--- config.mk ---
export PLATFORM = sky130hd
export DESIGN_NAME = sb_repeater_top
export DESIGN_NICKNAME = d
export VERILOG_FILES = /design/src/sb_pkg.sv /design/src/sb_ingress_arb.sv /design/src/sb_repeater_stage.sv /design/src/sb_repeater_top.sv /design/src/sb_target_decode.sv
export SDC_FILE = /design/constraint.sdc
export NUM_CORES = 1
export LEC_CHECK = 0
export BUFFER_PORTS_ARGS = -buffer_cell sky130_fd_sc_hd__buf_2
export CAP_MARGIN = 20
export CORE_MARGIN = 3
export CORE_UTILIZATION = 55
export DETAILED_ROUTE_END_ITERATION = 8
export PLACE_DENSITY = 0.77
export SETUP_SLACK_MARGIN = 0.2
export SLEW_MARGIN = 0
export SYNTH_ARGS = -nofsm -noshare
export SYNTH_HDL_FRONTEND = slang
export SYNTH_SLANG_ARGS = --single-unit
--- constraint.sdc ---
create_clock -name ccu_if -period 13.3 [get_ports ccu_if]
set_input_delay 3.99 -clock ccu_if [delete_from_list [all_inputs] [get_ports ccu_if]]
set_output_delay 3.99 -clock ccu_if [all_outputs]
set_load 0.01 [all_outputs]
--- src/sb_pkg.sv ---
`default_nettype none

package sb_pkg;

  //****************************************
  // flit and pipe geometry
  //****************************************
  localparam int FLIT_W             = 32;
  localparam int NUM_REPEATER_FLOPS = 3;

  // arbiter flop, repeater flops, decode flop
  localparam int PIPE_LATENCY = NUM_REPEATER_FLOPS + 2;

  //****************************************
  // header layout
  //****************************************
  localparam int PORT_ID_W = 8;
  localparam int OPCODE_W  = 8;
  localparam int TAG_W     = 3;

  localparam logic [PORT_ID_W-1:0] LOCAL_PORT_ID = 8'h2A;

  // first flit of every message, msb first
  typedef struct packed {
    logic [PORT_ID_W-1:0] dest;
    logic [PORT_ID_W-1:0] source;
    logic [OPCODE_W-1:0]  opcode;
    logic                 eh;
    logic [TAG_W-1:0]     tag;
    logic [3:0]           rsvd;
  } sb_hdr_t;

  // header view on the first flit, raw word on the rest
  typedef union packed {
    sb_hdr_t           hdr;
    logic [FLIT_W-1:0] data;
  } sb_flit_u;

endpackage

`default_nettype wire

--- src/sb_ingress_arb.sv ---
`timescale 1ns/1ns
`default_nettype none

module sb_ingress_arb (
  input  logic                      ccu_if,
  input  logic                      rst,
  input  logic                      pc_valid,
  output logic                      pc_ready,
  input  logic [sb_pkg::FLIT_W-1:0] pc_payload,
  input  logic                      pc_eom,
  input  logic                      np_valid,
  output logic                      np_ready,
  input  logic [sb_pkg::FLIT_W-1:0] np_payload,
  input  logic                      np_eom,
  output logic                      out_valid,
  input  logic                      out_ready,
  output logic [sb_pkg::FLIT_W-1:0] out_payload,
  output logic                      out_eom,
  output logic                      out_np
);

  logic                      msg_ip;
  logic                      lock_np;
  logic                      sel_np;
  logic                      in_xfer;
  logic [sb_pkg::FLIT_W-1:0] sel_payload;
  logic                      sel_eom;

  // pc wins at a boundary, otherwise stay on the locked channel
  assign sel_np = msg_ip ? lock_np : !pc_valid;

  // output register is empty or draining whenever downstream is ready
  assign pc_ready = out_ready && !sel_np;
  assign np_ready = out_ready && sel_np;

  assign in_xfer     = sel_np ? (np_valid && np_ready) : (pc_valid && pc_ready);
  assign sel_payload = sel_np ? np_payload : pc_payload;
  assign sel_eom     = sel_np ? np_eom : pc_eom;

  //****************************************
  // grant and message tracking
  //****************************************
  always_ff @(posedge ccu_if)
  begin
    if (rst)
    begin
      msg_ip    <= 1'b0;
      lock_np   <= 1'b0;
      out_valid <= 1'b0;
    end
    else
    begin
      if (in_xfer)
      begin
        msg_ip  <= !sel_eom;
        lock_np <= sel_np;
      end
      if (out_ready)
        out_valid <= in_xfer;
    end
  end

  // output flit with its channel tag
  always_ff @(posedge ccu_if)
  begin
    if (in_xfer)
    begin
      out_payload <= sel_payload;
      out_eom     <= sel_eom;
      out_np      <= sel_np;
    end
  end

  // no channel switch in the middle of a message
  assert property (@(posedge ccu_if) disable iff (rst)
    (out_valid && out_ready && !out_eom) |=> (out_np == $past(out_np)));

endmodule

`default_nettype wire

--- src/sb_repeater_stage.sv ---
`timescale 1ns/1ns
`default_nettype none

module sb_repeater_stage (
  input  logic                      ccu_if,
  input  logic                      rst,
  input  logic                      in_valid,
  output logic                      in_ready,
  input  logic [sb_pkg::FLIT_W-1:0] in_payload,
  input  logic                      in_eom,
  input  logic                      in_np,
  output logic                      out_valid,
  input  logic                      out_ready,
  output logic [sb_pkg::FLIT_W-1:0] out_payload,
  output logic                      out_eom,
  output logic                      out_np
);

  logic                      skid_valid;
  logic                      skid_valid_d;
  logic [sb_pkg::FLIT_W-1:0] skid_payload;
  logic                      skid_eom;
  logic                      skid_np;
  logic                      in_xfer;
  logic                      main_free;
  logic                      load_skid;
  logic                      load_in;
  logic                      fill_skid;

  assign in_xfer   = in_valid && in_ready;
  assign main_free = !out_valid || out_ready;

  // skid drains first, so order is kept
  assign load_skid = main_free && skid_valid;
  assign load_in   = main_free && !skid_valid && in_xfer;
  assign fill_skid = !main_free && in_xfer;

  assign skid_valid_d = load_skid ? 1'b0 : (fill_skid ? 1'b1 : skid_valid);

  always_ff @(posedge ccu_if)
  begin
    if (rst)
    begin
      out_valid  <= 1'b0;
      skid_valid <= 1'b0;
      in_ready   <= 1'b0;
    end
    else
    begin
      if (main_free)
        out_valid <= skid_valid || in_xfer;
      skid_valid <= skid_valid_d;
      // registered ready, breaks the ready chain between stages
      in_ready   <= !skid_valid_d;
    end
  end

  always_ff @(posedge ccu_if)
  begin
    if (load_skid)
    begin
      out_payload <= skid_payload;
      out_eom     <= skid_eom;
      out_np      <= skid_np;
    end
    else if (load_in)
    begin
      out_payload <= in_payload;
      out_eom     <= in_eom;
      out_np      <= in_np;
    end
    if (fill_skid)
    begin
      skid_payload <= in_payload;
      skid_eom     <= in_eom;
      skid_np      <= in_np;
    end
  end

  // stalled output holds
  assert property (@(posedge ccu_if) disable iff (rst)
    (out_valid && !out_ready) |=>
      (out_valid && $stable(out_payload) && $stable(out_eom) && $stable(out_np)));

endmodule

`default_nettype wire

--- src/sb_repeater_top.sv ---
`timescale 1ns/1ns
`default_nettype none

// arbiter, repeater flops and decode in one chain
// idle latency input to output is sb_pkg::PIPE_LATENCY cycles
module sb_repeater_top (
  input  logic                      ccu_if,
  input  logic                      rst,
  input  logic                      pc_valid,
  output logic                      pc_ready,
  input  logic [sb_pkg::FLIT_W-1:0] pc_payload,
  input  logic                      pc_eom,
  input  logic                      np_valid,
  output logic                      np_ready,
  input  logic [sb_pkg::FLIT_W-1:0] np_payload,
  input  logic                      np_eom,
  output logic                      tmsg_pc_valid,
  input  logic                      tmsg_pc_ready,
  output logic [sb_pkg::FLIT_W-1:0] tmsg_pc_payload,
  output logic                      tmsg_pc_eom,
  output logic                      tmsg_np_valid,
  input  logic                      tmsg_np_ready,
  output logic [sb_pkg::FLIT_W-1:0] tmsg_np_payload,
  output logic                      tmsg_np_eom
);

  localparam int N = sb_pkg::NUM_REPEATER_FLOPS;

  // link 0 from the arbiter, link N into the decode
  logic                      link_valid   [0:N];
  logic                      link_ready   [0:N];
  logic [sb_pkg::FLIT_W-1:0] link_payload [0:N];
  logic                      link_eom     [0:N];
  logic                      link_np      [0:N];

  sb_ingress_arb u_arb (
    .ccu_if      (ccu_if),
    .rst         (rst),
    .pc_valid    (pc_valid),
    .pc_ready    (pc_ready),
    .pc_payload  (pc_payload),
    .pc_eom      (pc_eom),
    .np_valid    (np_valid),
    .np_ready    (np_ready),
    .np_payload  (np_payload),
    .np_eom      (np_eom),
    .out_valid   (link_valid[0]),
    .out_ready   (link_ready[0]),
    .out_payload (link_payload[0]),
    .out_eom     (link_eom[0]),
    .out_np      (link_np[0])
  );

  //****************************************
  // repeater chain
  //****************************************
  for (genvar i = 0; i < N; i++)
  begin : g_rep
    sb_repeater_stage u_stage (
      .ccu_if      (ccu_if),
      .rst         (rst),
      .in_valid    (link_valid[i]),
      .in_ready    (link_ready[i]),
      .in_payload  (link_payload[i]),
      .in_eom      (link_eom[i]),
      .in_np       (link_np[i]),
      .out_valid   (link_valid[i+1]),
      .out_ready   (link_ready[i+1]),
      .out_payload (link_payload[i+1]),
      .out_eom     (link_eom[i+1]),
      .out_np      (link_np[i+1])
    );
  end

  sb_target_decode u_decode (
    .ccu_if          (ccu_if),
    .rst             (rst),
    .in_valid        (link_valid[N]),
    .in_ready        (link_ready[N]),
    .in_payload      (link_payload[N]),
    .in_eom          (link_eom[N]),
    .in_np           (link_np[N]),
    .tmsg_pc_valid   (tmsg_pc_valid),
    .tmsg_pc_ready   (tmsg_pc_ready),
    .tmsg_pc_payload (tmsg_pc_payload),
    .tmsg_pc_eom     (tmsg_pc_eom),
    .tmsg_np_valid   (tmsg_np_valid),
    .tmsg_np_ready   (tmsg_np_ready),
    .tmsg_np_payload (tmsg_np_payload),
    .tmsg_np_eom     (tmsg_np_eom)
  );

endmodule

`default_nettype wire

--- src/sb_target_decode.sv ---
`timescale 1ns/1ns
`default_nettype none

module sb_target_decode (
  input  logic                      ccu_if,
  input  logic                      rst,
  input  logic                      in_valid,
  output logic                      in_ready,
  input  logic [sb_pkg::FLIT_W-1:0] in_payload,
  input  logic                      in_eom,
  input  logic                      in_np,
  output logic                      tmsg_pc_valid,
  input  logic                      tmsg_pc_ready,
  output logic [sb_pkg::FLIT_W-1:0] tmsg_pc_payload,
  output logic                      tmsg_pc_eom,
  output logic                      tmsg_np_valid,
  input  logic                      tmsg_np_ready,
  output logic [sb_pkg::FLIT_W-1:0] tmsg_np_payload,
  output logic                      tmsg_np_eom
);

  sb_pkg::sb_flit_u in_flit;
  logic             sof;
  logic             deliver_q;
  logic             deliver_now;
  logic             out_free;
  logic             in_xfer;
  logic             take_pc;
  logic             take_np;

  assign in_flit = in_payload;

  // decision comes from the header, then sticks for the message
  assign deliver_now = sof ? (in_flit.hdr.dest == sb_pkg::LOCAL_PORT_ID) : deliver_q;

  // both output registers free after this edge
  assign out_free = !(tmsg_pc_valid && !tmsg_pc_ready) &&
                    !(tmsg_np_valid && !tmsg_np_ready);

  // dropped flits are always taken
  assign in_ready = deliver_now ? out_free : 1'b1;
  assign in_xfer  = in_valid && in_ready;
  assign take_pc  = in_xfer && deliver_now && !in_np;
  assign take_np  = in_xfer && deliver_now && in_np;

  //****************************************
  // message framing and output valids
  //****************************************
  always_ff @(posedge ccu_if)
  begin
    if (rst)
    begin
      sof           <= 1'b1;
      deliver_q     <= 1'b0;
      tmsg_pc_valid <= 1'b0;
      tmsg_np_valid <= 1'b0;
    end
    else
    begin
      if (in_xfer)
      begin
        sof       <= in_eom;
        deliver_q <= deliver_now;
      end
      if (out_free)
      begin
        tmsg_pc_valid <= take_pc;
        tmsg_np_valid <= take_np;
      end
    end
  end

  always_ff @(posedge ccu_if)
  begin
    if (take_pc)
    begin
      tmsg_pc_payload <= in_flit.data;
      tmsg_pc_eom     <= in_eom;
    end
    if (take_np)
    begin
      tmsg_np_payload <= in_flit.data;
      tmsg_np_eom     <= in_eom;
    end
  end

  // one output at a time
  assert property (@(posedge ccu_if) disable iff (rst)
    !(tmsg_pc_valid && tmsg_np_valid));

endmodule

`default_nettype wire

* Word-level counts from Yosys, hierarchy flattened
Index checks and enable logic that the tools add are counted.
Word-level totals: latch bits 0, bits of input ports 72, memories kept 0, output and inout bits 70, RAM bits 0, ROM bits 0, flip-flop bits (word level) 320
Cells by class: shift operators 0, equal/unequal tests 1, div/mod/pow operators 0, reduce and logical (&&, ||, !) cells 55, magnitude comparators 0, mux-type cells 30, multipliers 0, bitwise logic cells 0, add/sub/neg operators 0
Operators with widths (count):
- $mux W32 | 7
- $logic_and A1 B1 Y1 | 26
- $mux W1 | 23
- $logic_not A1 Y1 | 20
- $eq A8 B6 Y1 const B | 1
- $logic_or A1 B1 Y1 | 6
- $reduce_bool A2 Y1 | 3

* Depth between registers and ports, before layout
word-level depth 11, mapped depth 5, mapped depth without buffers 4

* By module
Synthesis repeated with hierarchy kept, for this count alone.
Unflattened totals: cell total of the unflattened synthesis 546, area, all modules 12200.5 um2
Modules (own cells, without submodules):
- sb_repeater_stage | area each 2730.1 um2, times used 3, sequential area each 2102.0 um2, cells each 119
- sb_target_decode | area each 2243.4 um2, times used 1, sequential area each 2062.0 um2, cells each 96
- sb_ingress_arb | area each 1766.7 um2, times used 1, sequential area each 1081.0 um2, cells each 93

* Worst setup path before layout
OpenSTA, ideal clock, no wires.
kind input port to output port, start point in pc_valid, end point out pc_ready, cell stages on the path 5, path slack 4.611 ns, data arrival time 4.699 ns, cells stage by stage nand2b_1 -> nand2_1 -> buf_2 -> inv_1 -> nor2_1
Between the ends: longest elaborated chain between the ends 4
Ends and longest elaborated chain:
- start, declared | line sb_repeater_top.sv:9 | input logic pc_valid,
- $logic_not A1 Y1 | line sb_ingress_arb.sv:30 | assign sel_np = msg_ip ? lock_np : !pc_valid;
- $mux W1 | line sb_ingress_arb.sv:30
- via u_arb.sel_np | line sb_ingress_arb.sv:24 | logic sel_np;
- $logic_not A1 Y1 | line sb_ingress_arb.sv:33 | assign pc_ready = out_ready && !sel_np;
- $logic_and A1 B1 Y1 | line sb_ingress_arb.sv:33
- end, declared | line sb_repeater_top.sv:10 | output logic pc_ready,
The timed path passes the listed nets, and every way through them passes these cells.

* Worst setup path in the final report
Ends and elaborated chain as after synthesis.

==> run metrics <==
post-synthesis sequential area ratio 82.1%; Die X 151 um; worst r2r path cells 4; I/O Buffers 141; fin crit share 67.5%; Layout area overhead 18.2%; top fanout value on the critical path 34; dpl cell area 12600 um^2; drt pass-1 iters 4; final core utilization 66.6%; worst path arrival time 4980 ps; GRT Resource Usage Total 13.2%; met2 usage 20.0%; Worst slew margin 33.1%; Post-Synth Simple-Gate Area 2.49%; initial antenna violation count 0; crit path max-delay cell type buf_4; htree depth 1; R2R setup slack 10720 ps; R2R Path Start g_rep[2].u_stage.out_payload[28]; total wire length 15100 um; syn_nets 626; hpwl dp 10100 um; Top delay family on crit path buffers and inverters; leakage dissipation 4.71 nW; warnings from Yosys 0; I/O pins 142; Bufs on Longest Clock Path 3; count leader, synth edfxtp_1; worst vdd ir 0.0851 mV; Setup violations, final 0; synth unique cells 30; hold buffer count at cts 0; HP Start g_rep[2].u_stage.out_payload[4]; startpoint class of the critical path input port; Clock Root Buffer clkbuf_16; Hold Path End u_decode.tmsg_pc_payload[4]; crit path time final 8970 ps; WP buf/inv 4; Reg clk slew, reported paths 60 ps; largest net degree at the start of global routing 35; maxcap violations 0; worst skew pair latency 520 ps; Layout Nets 793; gr busiest metal met1; adder-cell share of the synthesized area 0%; CTS tree done; fill cell count 1323; clock skew 10.5 ps; unrepaired setup endpoints after global routing false; Least-Margin Pin Slew 1000 ps; slowest stage delay, CP 370 ps; # DRC 0; met3 usage 2.23%; via count 5034; postcts setup bufs 0; ys flop type edfxtp_1; largest family of logic cells by synthesized area multiplexers; TritonCTS Buffers 28; most instantiated cells after synthesis edfxtp_1 (304), mux2_2 (129), nor2_1 (17); max frequency 0.111 GHz; mux contribution to synthesized area 13.2%; Synth top area share 79.3%; Synth Area in XOR/XNOR 0%; syn_area_per_cell 20.8 um^2; gp weighted congestion 0.725; Synth area leaders edfxtp_1 (79%), mux2_2 (13%), dfxtp_1 (2.8%); placed cells 960; number of synthesized flops with an enable pin 304; Overflow after GRT 0; hold depth 0; CP Class input port to output pin; Synth Area in Compound Gates 1.35%; CTS Sinks 320; post-synthesis cell area 11500 um^2; Core Area 20400 um^2; Final Max Tran Viols 0; CP Cell Sequence buf_2 -> nand2b_1 -> nand2_1 -> buf_4 -> inv_1 -> nor2_1 -> buf_2; routed vias/inst 4.97; crit path capture type output pin; die height 151 um; Crit path required time 9310 ps; Top cell by count, worst path buf_2; CTS resizes 0; M1 GR Usage 20.1%; Synth area leader edfxtp_1; Non-Filler Instances 1013; outcome finished clean; Power Dens Cells 147 nW/um^2; First DRT Iteration DRCs 331; vias in the first global route 4982; Mapped Cells 554; final cell area excluding filler cells 13600 um^2; Starting Density 56.4%; Post-DRT Antenna Nets 0; FF+latch count, synth 320; Ant. Diodes 0; final number of hold-violating endpoints 0; global-route wire length before repair 24800 um; Post-synth ARST share 0%; hold crit path type flip-flop to flip-flop; share of layout cells above drive strength 1 44.8%; number of placement rows 52; setup_tns 0 ps; wire per inst 14.9 um; Reg-to-Reg End g_rep[2].u_stage.out_payload[5]; die area 22700 um^2
logic make-up (layout without fill, tap and decap cells):
kind of cell | Yosys count | after routing
AO/OA/AOI/OAI | 24 | 24
buffers and inverters | 19 | 208
AND/OR/NAND/NOR | 56 | 56
multiplexers | 135 | 135
flip-flops | 320 | 320
stage by stage:
stage	hold slack, ps	total power, mW	worst slack [ps]
detailed placement	431	1.20	4310
floorplan	420	1.18	4610
CTS	446	2.02	4310
global placement	431	1.20	4400
global route	451	2.07	4160
finish	444	2.00	4330
state kept, by name, summed over array words and instances (netlist names), 32 cells and up:
signal and count:
u_arb.out_payload 32, g_rep.u_stage.out_payload 96, u_decode.tmsg_np_payload 32, u_decode.tmsg_pc_payload 32, g_rep.u_stage.skid_payload 96
how the worst max path moves through the flow:
| stage | start | to | slack (ps) | cells after the start |
|---|---|---|---|---|
| finish | pc_valid | pc_ready | 4330 | 7 |
| global route | pc_valid | pc_ready | 4160 | 7 |
| CTS | pc_valid | pc_ready | 4310 | 7 |
| detailed placement | pc_valid | pc_ready | 4310 | 7 |
| global placement | pc_valid | pc_ready | 4400 | 7 |
| floorplan | pc_valid | pc_ready | 4610 | 5 |
metal layers:
| metal | up-vias | part of all wire [%] |
|---|---|---|
| met5 | - | 0 |
| met4 | 0 | 2.4 |
| met3 | 38 | 6.5 |
| met2 | 165 | 43 |
| met1 | 2328 | 48 |
| li1 | 2503 | - |
area by class of cell:
cell class,count,area (um^2),share of cell area (%)
Sequential cell,320,9450,69.4
Multi-Input combinational cell,215,2000,14.7
Timing Repair Buffer,151,841,6.18
Clock buffer,35,748,5.50
Tap cell,270,338,2.48
Clock inverter,17,216,1.59
Inverter,5,18.8,0.138
cell usage in the layout, fill, tap and decap left out, types with 2 or more instances in the layout:
| cell | netlist | routed |
|---|---|---|
| dfxtp_1 | 16 | 16 |
| nor2b_1 | 6 | 6 |
| nor2_1 | 17 | 13 |
| clkbuf_1 | 2 | 6 |
| a211oi_1 | 2 | 2 |
| nor2_2 | 0 | 4 |
| bufinv_16 | 0 | 5 |
| buf_2 | 9 | 141 |
| clkinv_1 | 0 | 4 |
| a21oi_1 | 13 | 11 |
| inv_1 | 5 | 5 |
| clkinv_2 | 0 | 4 |
| edfxtp_1 | 304 | 304 |
| nand2b_1 | 6 | 6 |
| mux2_1 | 6 | 6 |
| nand2_1 | 15 | 15 |
| buf_4 | 0 | 7 |
| clkinvlp_4 | 0 | 3 |
| buf_16 | 0 | 3 |
| clkbuf_16 | 0 | 29 |
| mux2_2 | 129 | 129 |
| a31oi_1 | 2 | 2 |
| nor3_1 | 5 | 4 |
| a21oi_4 | 0 | 2 |
power by group:
group / switching (mW) / internal (mW) / total [mW]
sequential: 0.00834 / 1.12 / 1.12
clock: 0.324 / 0.497 / 0.820
combinational: 0.0235 / 0.0304 / 0.0539
Note: power is estimated with default switching activity, not from simulation.
